<file path="config.mk">
export PLATFORM = sky130hd
export DESIGN_NAME = aluTop
export DESIGN_NICKNAME = d
export VERILOG_FILES = /design/src/common/alu_pkg.sv /design/src/hw/aluInputStage.sv /design/src/hw/addSub.sv /design/src/hw/shifter.sv /design/src/hw/reduction.sv /design/src/paddsb/satNibbleAdder.sv /design/src/hw/aluControl.sv /design/src/hw/flagRegister.sv /design/src/hw/aluTop.sv
export VERILOG_INCLUDE_DIRS = /design/src /design/src/common
export SDC_FILE = /design/constraint.sdc
export NUM_CORES = 1
export LEC_CHECK = 0
export ABC_AREA = 0
export BUFFER_PORTS_ARGS = -buffer_cell sky130_fd_sc_hd__clkbuf_2
export CELL_PAD_IN_SITES_DETAIL_PLACEMENT = 1
export CELL_PAD_IN_SITES_GLOBAL_PLACEMENT = 1
export CORE_UTILIZATION = 25
export CTS_BUF_LIST = sky130_fd_sc_hd__clkbuf_2 sky130_fd_sc_hd__clkbuf_4 sky130_fd_sc_hd__clkbuf_8
export DETAILED_ROUTE_END_ITERATION = 10
export PLACE_DENSITY_LB_ADDON = 0.1
export SYNTH_ARGS = -nofsm -noshare
export SYNTH_HDL_FRONTEND = slang
export SYNTH_HIERARCHICAL = 1
export SYNTH_SLANG_ARGS = --single-unit
export TNS_END_PERCENT = 20
</file>
<file path="constraint.sdc">
create_clock -name clk -period 6.5 [get_ports clk]
set_input_delay 0.325 -clock clk [delete_from_list [all_inputs] [get_ports clk]]
set_output_delay 0.325 -clock clk [all_outputs]
set_load 0.005 [all_outputs]
</file>
<file path="src/common/alu_consts.svh">
`ifndef ALU_CONSTS_SVH
`define ALU_CONSTS_SVH

// Datapath word
`define WORD_WIDTH 16

// PADDSB lane geometry
`define LANE_WIDTH 4
`define NUM_LANES 4

// Returned for opcodes 1100 to 1111
`define UNDEF_RESULT 16'hFFFF

`endif

</file>
<file path="src/common/alu_pkg.sv">
`include "alu_consts.svh"

package alu_pkg;

    // Opcodes 1100 to 1111 are left undefined on purpose
    typedef enum logic [3:0] {
        OP_ADD    = 4'b0000, // Saturating add
        OP_SUB    = 4'b0001, // Saturating subtract
        OP_XOR    = 4'b0010,
        OP_RED    = 4'b0011, // Byte reduction
        OP_SLL    = 4'b0100,
        OP_SRA    = 4'b0101,
        OP_ROR    = 4'b0110,
        OP_PADDSB = 4'b0111, // Four nibble lanes
        OP_LW     = 4'b1000, // Address add
        OP_SW     = 4'b1001, // Address add
        OP_LLB    = 4'b1010,
        OP_LHB    = 4'b1011
    } opcodeE;

    // Incoming request
    typedef struct packed {
        opcodeE                  opcode;
        logic [`WORD_WIDTH-1:0] in1;
        logic [`WORD_WIDTH-1:0] in2;
    } aluReqT;

    // Flag values, also used as per-bit enables
    typedef struct packed {
        logic zero;
        logic overflow;
        logic neg;
    } flagsT;

    // Outgoing response
    typedef struct packed {
        logic [`WORD_WIDTH-1:0] result;
        flagsT                   flags;
    } aluRespT;

endpackage

</file>
<file path="src/hw/aluInputStage.sv">
`timescale 1ns/1ns

module aluInputStage (
    input  logic            clk,
    input  logic            rst,
    input  logic            en,
    input  alu_pkg::aluReqT req,
    output alu_pkg::aluReqT stReq,
    output logic            stValid
);

    // Payload captured every cycle, qualified by stValid
    always_ff @(posedge clk) begin
        stReq <= req;
    end

    always_ff @(posedge clk) begin
        if (rst) begin
            stValid <= 1'b0;
        end else begin
            stValid <= en;
        end
    end

endmodule

</file>
<file path="src/hw/addSub.sv">
`timescale 1ns/1ns

`include "alu_consts.svh"

module addSub (
    input  logic [`WORD_WIDTH-1:0] a,
    input  logic [`WORD_WIDTH-1:0] b,
    input  logic                   sub,
    output logic [`WORD_WIDTH-1:0] sum,
    output logic                   ovf
);

    localparam int W = `WORD_WIDTH;

    logic [W-1:0] bEff;
    logic [W-1:0] raw;
    logic         posOvf;
    logic         negOvf;

    assign bEff = sub ? ~b : b; // Two's complement with carry in below
    assign raw  = a + bEff + {{(W-1){1'b0}}, sub};

    // Same operand signs, different result sign
    assign posOvf = ~a[W-1] & ~bEff[W-1] & raw[W-1];
    assign negOvf = a[W-1] & bEff[W-1] & ~raw[W-1];

    always_comb begin
        if (posOvf) begin
            sum = {1'b0, {(W-1){1'b1}}}; // 7FFF
        end else if (negOvf) begin
            sum = {1'b1, {(W-1){1'b0}}}; // 8000
        end else begin
            sum = raw;
        end
    end

    assign ovf = posOvf | negOvf;

endmodule

</file>
<file path="src/hw/shifter.sv">
`timescale 1ns/1ns

`include "alu_consts.svh"

module shifter (
    input  logic [`WORD_WIDTH-1:0] din,
    input  logic [3:0]             amount,
    input  alu_pkg::opcodeE        opcode,
    output logic [`WORD_WIDTH-1:0] dout
);

    localparam int W          = `WORD_WIDTH;
    localparam int NUM_LEVELS = 4;

    logic [W-1:0] stage [0:NUM_LEVELS];
    logic         isShift;

    assign stage[0] = din;

    // Level i moves by 2**i when amount[i] is set
    for (genvar i = 0; i < NUM_LEVELS; i++) begin : gLevel
        localparam int K = 1 << i;

        logic [W-1:0] shifted;

        always_comb begin
            case (opcode)
                alu_pkg::OP_SLL: shifted = {stage[i][W-1-K:0], {K{1'b0}}};
                alu_pkg::OP_SRA: shifted = {{K{stage[i][W-1]}}, stage[i][W-1:K]};
                alu_pkg::OP_ROR: shifted = {stage[i][K-1:0], stage[i][W-1:K]};
                default:         shifted = stage[i];
            endcase
        end

        assign stage[i+1] = amount[i] ? shifted : stage[i];
    end

    assign isShift = opcode inside {alu_pkg::OP_SLL, alu_pkg::OP_SRA, alu_pkg::OP_ROR};

    assign dout = isShift ? stage[NUM_LEVELS] : '0; // Unused for other opcodes

endmodule

</file>
<file path="src/hw/reduction.sv">
`timescale 1ns/1ns

`include "alu_consts.svh"

module reduction (
    input  logic [`WORD_WIDTH-1:0] a,
    input  logic [`WORD_WIDTH-1:0] b,
    output logic [`WORD_WIDTH-1:0] dout
);

    localparam int W = `WORD_WIDTH;

    logic [8:0] sumA;
    logic [8:0] sumB;
    logic [9:0] total;

    // First level, byte pairs sign-extended to 9 bits
    assign sumA = {a[15], a[15:8]} + {a[7], a[7:0]};
    assign sumB = {b[15], b[15:8]} + {b[7], b[7:0]};

    assign total = {sumA[8], sumA} + {sumB[8], sumB}; // Second level

    assign dout = {{(W-10){total[9]}}, total};

endmodule

</file>
<file path="src/paddsb/satNibbleAdder.sv">
`timescale 1ns/1ns

`include "alu_consts.svh"

module satNibbleAdder (
    input  logic [`LANE_WIDTH-1:0] a,
    input  logic [`LANE_WIDTH-1:0] b,
    output logic [`LANE_WIDTH-1:0] sum
);

    localparam int L = `LANE_WIDTH;

    logic [L-1:0] raw;
    logic         posSat;
    logic         negSat;

    assign raw    = a + b;
    assign posSat = ~a[L-1] & ~b[L-1] & raw[L-1];
    assign negSat = a[L-1] & b[L-1] & ~raw[L-1];

    always_comb begin
        if (posSat) begin
            sum = {1'b0, {(L-1){1'b1}}}; // Clamp to +7
        end else if (negSat) begin
            sum = {1'b1, {(L-1){1'b0}}}; // Clamp to -8
        end else begin
            sum = raw;
        end
    end

endmodule

</file>
<file path="src/hw/aluControl.sv">
`timescale 1ns/1ns

`include "alu_consts.svh"

module aluControl (
    input  alu_pkg::opcodeE        opcode,
    input  logic [`WORD_WIDTH-1:0] in1,
    input  logic [`WORD_WIDTH-1:0] in2,
    input  logic [`WORD_WIDTH-1:0] adderOut,
    input  logic [`WORD_WIDTH-1:0] xorOut,
    input  logic [`WORD_WIDTH-1:0] shiftOut,
    input  logic [`WORD_WIDTH-1:0] redOut,
    input  logic [`WORD_WIDTH-1:0] paddsbOut,
    output logic [`WORD_WIDTH-1:0] selResult,
    output logic                   sub,
    output alu_pkg::flagsT         flagEn
);

    localparam int W = `WORD_WIDTH;
    localparam int H = W / 2;

    always_comb begin
        selResult = `UNDEF_RESULT; // Also covers 1100 to 1111
        sub       = 1'b0;
        flagEn    = '0;

        case (opcode)
            alu_pkg::OP_ADD: begin
                selResult = adderOut;
                flagEn    = '1;
            end
            alu_pkg::OP_SUB: begin
                selResult = adderOut;
                sub       = 1'b1;
                flagEn    = '1;
            end
            alu_pkg::OP_XOR: begin
                selResult   = xorOut;
                flagEn.zero = 1'b1;
            end
            alu_pkg::OP_RED: begin
                selResult = redOut;
            end
            alu_pkg::OP_SLL, alu_pkg::OP_SRA, alu_pkg::OP_ROR: begin
                selResult   = shiftOut;
                flagEn.zero = 1'b1;
            end
            alu_pkg::OP_PADDSB: begin
                selResult = paddsbOut;
            end
            alu_pkg::OP_LW, alu_pkg::OP_SW: begin
                selResult = adderOut; // Base plus offset
            end
            alu_pkg::OP_LLB: begin
                selResult = {in1[W-1:H], in2[H-1:0]};
            end
            alu_pkg::OP_LHB: begin
                selResult = {in2[H-1:0], in1[H-1:0]};
            end
            default: begin
            end
        endcase
    end

endmodule

</file>
<file path="src/hw/flagRegister.sv">
`timescale 1ns/1ns

`include "alu_consts.svh"

module flagRegister (
    input  logic                   clk,
    input  logic                   rst,
    input  logic                   stValid,
    input  logic [`WORD_WIDTH-1:0] selResult,
    input  alu_pkg::flagsT         flagEn,
    input  logic                   ovf,
    output logic                   outValid,
    output alu_pkg::aluRespT       resp
);

    localparam int W = `WORD_WIDTH;

    alu_pkg::flagsT newFlags;
    alu_pkg::flagsT nextFlags;

    assign newFlags.zero     = (selResult == '0);
    assign newFlags.overflow = ovf;
    assign newFlags.neg      = selResult[W-1];

    // Only enabled bits move, the rest hold
    always_comb begin
        nextFlags.zero     = flagEn.zero     ? newFlags.zero     : resp.flags.zero;
        nextFlags.overflow = flagEn.overflow ? newFlags.overflow : resp.flags.overflow;
        nextFlags.neg      = flagEn.neg      ? newFlags.neg      : resp.flags.neg;
    end

    always_ff @(posedge clk) begin
        if (rst) begin
            outValid <= 1'b0;
            resp     <= '0;
        end else begin
            outValid <= stValid;
            if (stValid) begin
                resp.result <= selResult;
                resp.flags  <= nextFlags;
            end
        end
    end

endmodule

</file>
<file path="src/hw/aluTop.sv">
`timescale 1ns/1ns

`include "alu_consts.svh"

module aluTop (
    input  logic              clk,
    input  logic              rst,
    input  logic              en,
    input  alu_pkg::aluReqT   req,
    output logic              outValid,
    output alu_pkg::aluRespT  resp
);

    localparam int L = `LANE_WIDTH;

    alu_pkg::aluReqT        stReq;
    logic                   stValid;
    logic [`WORD_WIDTH-1:0] adderOut;
    logic [`WORD_WIDTH-1:0] xorOut;
    logic [`WORD_WIDTH-1:0] shiftOut;
    logic [`WORD_WIDTH-1:0] redOut;
    logic [`WORD_WIDTH-1:0] paddsbOut;
    logic [`WORD_WIDTH-1:0] selResult;
    logic                   sub;
    logic                   ovf;
    alu_pkg::flagsT         flagEn;

    aluInputStage uInputStage (
        .clk     (clk),
        .rst     (rst),
        .en      (en),
        .req     (req),
        .stReq   (stReq),
        .stValid (stValid)
    );

    addSub uAddSub (
        .a   (stReq.in1),
        .b   (stReq.in2),
        .sub (sub),
        .sum (adderOut),
        .ovf (ovf)
    );

    assign xorOut = stReq.in1 ^ stReq.in2;

    shifter uShifter (
        .din    (stReq.in1),
        .amount (stReq.in2[3:0]), // Low nibble is the shift count
        .opcode (stReq.opcode),
        .dout   (shiftOut)
    );

    reduction uReduction (
        .a    (stReq.in1),
        .b    (stReq.in2),
        .dout (redOut)
    );

    for (genvar i = 0; i < `NUM_LANES; i++) begin : gLane
        satNibbleAdder uLane (
            .a   (stReq.in1[i*L +: L]),
            .b   (stReq.in2[i*L +: L]),
            .sum (paddsbOut[i*L +: L])
        );
    end

    aluControl uControl (
        .opcode    (stReq.opcode),
        .in1       (stReq.in1),
        .in2       (stReq.in2),
        .adderOut  (adderOut),
        .xorOut    (xorOut),
        .shiftOut  (shiftOut),
        .redOut    (redOut),
        .paddsbOut (paddsbOut),
        .selResult (selResult),
        .sub       (sub),
        .flagEn    (flagEn)
    );

    flagRegister uFlagRegister (
        .clk       (clk),
        .rst       (rst),
        .stValid   (stValid),
        .selResult (selResult),
        .flagEn    (flagEn),
        .ovf       (ovf),
        .outValid  (outValid),
        .resp      (resp)
    );

endmodule

</file>
# Word level (Yosys, flattened, before mapping)
# Index checks and enable logic that the tools add are counted.
# W data, S select, Z words.
[totals]
ff_bits = 57
latch_bits = 0
mem_bits_rw = 0
rom_bits = 0
out_inout_bits = 20
wordCells = 100
mem_count = 0
[op_classes]
addsub = 9
mul = 0
div = 0
order_cmp = 0
n_eq_ne = 11
n_shift = 0
muxes = 24
bitwise_logic = 37
reduce_logical = 10
[op_table]
columns = ["operator", "n"]
rows = [
  ["$pmux W16 S3", 4],
  ["$mux W16", 8],
  ["$pmux W16 S7", 1],
  ["$mux W4", 8],
  ["$and A1 B1 Y1", 20],
  ["$add A8 B8 Y9", 2],
  ["$add A16 B1 Y16", 1],
  ["$add A16 B16 Y16", 1],
  ["$add A4 B4 Y4", 4],
  ["$eq A4 B3 Y1 const B", 4],
  ["$eq A4 B4 Y1 const B", 4],
  ["$logic_not A16 Y1", 1],
  ["$not A16 Y16", 1],
  ["$xor A16 B16 Y16", 1],
  ["$not A1 Y1", 14],
  ["$add A9 B9 Y10", 1],
  ["$eq A4 B2 Y1 const B", 2],
  ["$reduce_and A2 Y1", 3],
  ["$reduce_or A6 Y1", 1],
  ["$eq A4 B1 Y1 const B", 1],
  ["$logic_not A4 Y1", 1],
  ["$reduce_or A4 Y1", 1],
  ["$reduce_bool A3 Y1", 1],
  ["$reduce_or A3 Y1", 1],
  ["4 further kinds", 5],
]

# Logic depth before layout (Yosys ltp)
[logic_depth]
word_depth = 12
ltp_mapped = 23
ltp_nobuf = 16

# Hierarchy
# The synthesis kept the hierarchy.
[modules_own_cells]
columns = ["module", "instances", "cells_each", "area_per_inst_um2", "seq_area_each_um2"]
rows = [
  ["shifter", 1, 283, 1854.3, 0.0],
  ["addSub", 1, 150, 1196.1, 0.0],
  ["aluControl", 1, 137, 1032.2, 0.0],
  ["reduction", 1, 99, 854.6, 0.0],
  ["flagRegister", 1, 73, 759.5, 400.4],
  ["aluInputStage", 1, 38, 754.5, 740.7],
  ["satNibbleAdder", 4, 21, 178.9, 0.0],
  ["aluTop", 1, 16, 140.1, 0.0],
]

# Least setup slack after synthesis
# No wires, ideal clock.
[synth_timing]
path_type = "flip-flop to flip-flop"
from = "reg uInputStage/stReq[33] (netlist name)"
to = "reg uFlagRegister/resp[2] (netlist name)"
setup_ns = 0.088
arrival_time_ns = 4.914
t_required_ns = 6.412
setup_slack_ns = 1.497
path_stages_with_launch = 23
n_path_buf = 6
cell_sequence = "dfxtp_1 -> buf_2 -> buf_6 -> buf_2 -> nor3_1 -> and2_1 -> buf_6 -> clkbuf_1 -> xor2_1 -> ha_1 -> and4_1 -> a32oi_2 -> o22ai_2 -> a221oi_4 -> mux2i_1 -> buf_6 -> a21oi_2 -> nor2b_1 -> a311oi_1 -> o221ai_1 -> nor4_1 -> nand4_1 -> a311oi_2"
[synth_rtl]
columns = ["item", "line", "text"]
rows = [
  ["$eq A4 B1 Y1 *", "aluControl.sv:27", "case (opcode)"],
  ["$mux W1 *", "aluControl.sv:27", ""],
  ["net sub", "aluTop.sv:24", "logic sub;"],
  ["$mux W16", "addSub.sv:20", "assign bEff = sub ? ~b : b;"],
  ["$add A16 B16 Y16", "addSub.sv:21", "assign raw = a + bEff + {{(W-1){1'b0}}, sub};"],
  ["$add A16 B1 Y16", "addSub.sv:21", ""],
  ["$not A1 Y1", "addSub.sv:25", "assign negOvf = a[W-1] & bEff[W-1] & ~raw[W-1];"],
  ["$and A1 B1 Y1", "addSub.sv:25", ""],
  ["$mux W16", "addSub.sv:30", "end else if (negOvf) begin"],
  ["$mux W16 *", "addSub.sv:28", "if (posOvf) begin"],
  ["net adderOut[12]", "aluTop.sv:18", "logic [`WORD_WIDTH-1:0] adderOut;"],
  ["$pmux W16 S7 *", "aluControl.sv:27", ""],
  ["net selResult[12]", "aluTop.sv:23", "logic [`WORD_WIDTH-1:0] selResult;"],
  ["$logic_not A16 Y1 *", "flagRegister.sv:21", "assign newFlags.zero = (selResult == '0);"],
]
# The timed path passes the listed nets; every way through them passes the cells marked *.
# A chain may end at the register's enable or synchronous reset.

# Worst setup path in the final report
[layout_timing]
from = "reg uInputStage/stReq[35] (netlist name)"
to = "reg uFlagRegister/resp[2] (netlist name)"
[layout_rtl]
columns = ["item", "line"]
rows = [
  ["$eq A4 B1 Y1 *", "aluControl.sv:27"],
  ["$mux W1 *", "aluControl.sv:27"],
  ["net sub", "aluTop.sv:24"],
  ["$mux W16", "addSub.sv:20"],
  ["$add A16 B16 Y16", "addSub.sv:21"],
  ["$add A16 B1 Y16", "addSub.sv:21"],
  ["$not A1 Y1", "addSub.sv:25"],
  ["$and A1 B1 Y1", "addSub.sv:25"],
  ["$mux W16", "addSub.sv:30"],
  ["$mux W16 *", "addSub.sv:28"],
  ["net adderOut[14]", "aluTop.sv:18"],
  ["$pmux W16 S7 *", "aluControl.sv:27"],
  ["net selResult[14]", "aluTop.sv:23"],
  ["$logic_not A16 Y1 *", "flagRegister.sv:21"],
]
# Marks and branches as above.

==> results.sh <==
export IMPL_outcome="completed"
export IMPL_max_vdd_ir_drop_uv=102.9
export IMPL_nets=1029
export IMPL_slew_violations=0
export IMPL_switchingPower_uw=693.5
export IMPL_cp_required_ns=6.77
export IMPL_ys_ff_latch=57
export IMPL_tightest_slew_ns=0.9564
export IMPL_reg2reg_depth=18
export IMPL_worstHoldPathType="input port to register"
export IMPL_synth_edff_count=0
export IMPL_avgSynthCellArea_sq_um=8.303
export IMPL_root_buffer="clkbuf_8"
export IMPL_cts_buffers=9
export IMPL_synth_area_top_cells="dfxtp_1 16%, mux2i_1 8.4%, ha_1 8.0%"
export IMPL_critPathArrivalTime_ns=5.64
export IMPL_syn_to_final_growth_pct=11.82
export IMPL_row_count=62
export IMPL_cts_resized=0
export IMPL_synth_async_sr_flop_share_pct=0
export IMPL_dp_slack_ns=1.255
export IMPL_numClockSinks=57
export IMPL_grt_start_max_net_pins=59
export IMPL_power_share_clock_pct=24.4
export IMPL_ys_flop_type="dfxtp_1"
export IMPL_start_util_pct=25.46
export IMPL_fin_crit_ns=5.367
export IMPL_ys_seq_area_share_pct=15.62
export IMPL_syn_num_nets=992
export IMPL_setup_tns_ns=0
export IMPL_cts_tree="built"
export IMPL_hold_end="uInputStage/stReq[8]$_DFF_P_"
export IMPL_place_area_sq_mm=0.007963
export IMPL_postCtsHoldBufs=0
export IMPL_mostFrequentLayoutCell="inv_1"
export IMPL_hpwl_mm=23.81
export IMPL_ys_warn_count=6
export IMPL_drt_wl_total_mm=31.30
export IMPL_crit_top_cell="buf_4"
export IMPL_num_antenna_cells=0
export IMPL_num_vias=7209
export IMPL_setup_ws_ns=1.133
export IMPL_setup_viol=0
export IMPL_slew_headroom_pct=36.16
export IMPL_r2r_end="uFlagRegister/resp[2]$_SDFFE_PP0P_"
export IMPL_hp_start="req[8]"
export IMPL_dieArea_sq_mm=0.02992
export IMPL_antenna_left=0
export IMPL_routabilityCongestion=0.8626
export IMPL_synth_top_area_share_pct=15.62
export IMPL_fin_area_sq_mm=0.008170
export IMPL_track_usage_pct=20.95
export IMPL_hold_depth=1
export IMPL_yosysTopAreaCell="dfxtp_1"
export IMPL_post_route_util_pct=28.47
export IMPL_grt_pass1_wl_mm=47.14
export IMPL_slowest_stage="nor3_1"
export IMPL_postCtsSetupRepairBufs=0
export IMPL_fmax_ghz=0.1863
export IMPL_p_per_area_mw_per_mm2=190.4
export IMPL_cp_start_kind="register"
export IMPL_wl_per_cell_microns=23.96
export IMPL_period_share_pct=82.57
export IMPL_io_pins=59
export IMPL_syn_inst=880
export IMPL_final_cell_mix="64 x inv_1, 60 x mux2i_1, 58 x clkbuf_2, 55 x dfxtp_1, 52 x nand2_1"
export IMPL_fp_dieH_microns=173.0
export IMPL_port_buffers=58
export IMPL_antenna_found_initial=0
export IMPL_core_area_sq_mm=0.02870
export IMPL_path_clk_slew_ns=0.09
export IMPL_crit_type="register to register"
export IMPL_worstSkewPairLatency_ns=0.36
export IMPL_hold_violations=0
export IMPL_r2r_start="uInputStage/stReq[35]$_DFF_P_"
export IMPL_synth_distinct_cells=88
export IMPL_drt_iter0_drc=482
export IMPL_swShare_pct=44.58
export IMPL_cts_buffer_depth=2
export IMPL_rsz0062_at_grt="no"
export IMPL_p_int_uw=862.1
export IMPL_grt_pass1_vias=7226
export IMPL_synthesis_area_sq_mm=0.007307
export IMPL_drc_errors=0
export IMPL_maxCapViolations=0
export IMPL_firstDrtPassIters=5
export IMPL_grt_overflow_total=0
export IMPL_cp_cell_sequence="nor3_1 > and2_1 > buf_4 > xor2_1 > ha_1 > a21oi_1 > o21ai_0 > a21o_1 > a221oi_4 > mux2i_2 > buf_4 > a21oi_2 > nor2b_1 > a311oi_1 > o221ai_1 > nor4_2 > nand4_1 > a311oi_2"
export IMPL_pwr_share_comb_pct=49.7
export IMPL_htreeDepth=3
export IMPL_worst_path_max_fanout=16
export IMPL_r2r_slack_ns=1.13
export IMPL_fp_dieW_microns=173.0
export IMPL_vias_per_cell=5.520
export IMPL_critical_path_max_stage_delay_ns=0.72
export IMPL_drive_gt1_share_pct=15.51
export IMPL_p_leak_uw=0.003639
export IMPL_clock_skew_ns=0.01295
export IMPL_critPathCaptureType="register"
export IMPL_p_seq_share_pct=25.9
flip-flops by register name (all words and copies together) (netlist names):
register / flops
uFlagRegister/outValid: 1
uFlagRegister/resp: 19
uInputStage/stReq: 36
uInputStage/stValid: 1
how the worst max path moves through the flow:
stage	startpoint	endpoint	slack [ns]	depth (start not counted)
5_1_grt	uInputStage/stReq[35]$_DFF_P_	uFlagRegister/resp[2]$_SDFFE_PP0P_	0.87	18
2_1_floorplan	uInputStage/stReq[33]$_DFF_P_	uFlagRegister/resp[2]$_SDFFE_PP0P_	1.50	22
6_report	uInputStage/stReq[35]$_DFF_P_	uFlagRegister/resp[2]$_SDFFE_PP0P_	1.13	18
4_1_cts	uInputStage/stReq[35]$_DFF_P_	uFlagRegister/resp[2]$_SDFFE_PP0P_	1.24	18
3_3_place_gp	uInputStage/stReq[35]$_DFF_P_	uFlagRegister/resp[2]$_SDFFE_PP0P_	1.36	18
3_5_place_dp	uInputStage/stReq[35]$_DFF_P_	uFlagRegister/resp[2]$_SDFFE_PP0P_	1.26	18
critical path: cells and delay by family (launching register included):
family | cells | cell delay [ns]
AOI/OAI and AO/OA | 8 | 2.07
and+or+nand+nor | 5 | 1.53
buffers and inverters | 2 | 0.56
adders and majority gates | 1 | 0.45
DFF | 1 | 0.32
muxes | 1 | 0.24
xor gates and xnor gates | 1 | 0.11
stage by stage:
step                std cells  total power, uW  hold slack (ns)
finish                   1306             1556          0.05562
global route             1306             1666          0.02452
CTS                      1306             1570          0.03769
detailed placement       1290             1178           0.4294
global placement         1290             1179           0.4278
floorplan                 880            994.4           0.3527
cell type report:
cell class / count / area, sq um
fill: 3471 / 20530
multi-input combinational: 700 / 5603
sequential: 57 / 1146
timing repair buffer: 85 / 493.0
tap: 384 / 480.5
inverter: 64 / 240.2
clock buffer: 9 / 123.9
clock inverter: 7 / 83.83
cell families (layout without fill, tap and decap cells):
logic type | Yosys count | after routing | synth area share [%]
DFF | 57 | 57 | 15.62
AOI/OAI and AO/OA | 271 | 271 | 28.05
muxes | 66 | 66 | 9.229
and+or+nand+nor | 234 | 234 | 17.47
buffers and inverters | 123 | 165 | 7.757
adders and majority gates | 73 | 73 | 15.17
xor gates and xnor gates | 56 | 56 | 6.712
layer usage:
| metal | wire (microns) | share of wire [%] | global-route usage [%] |
|---|---|---|---|
| met1 | 15410 | 49 | 30.19 |
| met2 | 13770 | 44 | 32.59 |
| met3 | 1587 | 5.1 | 2.902 |
| met4 | 522 | 1.7 | 5.236 |
| met5 | 0 | 0 | 0 |
power by group through the flow:
stage	registers (uW)	clock network, uW	logic (uW)
detailed placement	413	0	766
floorplan	407	0	587
global route	407	409	851
finish	403	379	773
CTS	404	396	770
global placement	412	0	766
cells in the mapped netlist, drive strengths merged (6+ instances only):
master and instances:
and3 21, nor2b 15, a21oi 55, o22ai 13, a211oi 16, a221oi 6, nor3 17, mux2i 61
o221ai 7, nand4 13, ha 47, a2bb2oi 10, dfxtp 57, nand2b 9, a31oi 17, a211o 16
inv 64, buf 38, a311oi 6, clkbuf 21, nand3 32, o32a 9, nor2 37, a221o 12
xor2 42, nand2 53, nor4 7, and2 9, xnor2 14, fa 26, a21o 20, o21ai 33
(Power assumes the default switching activity.)
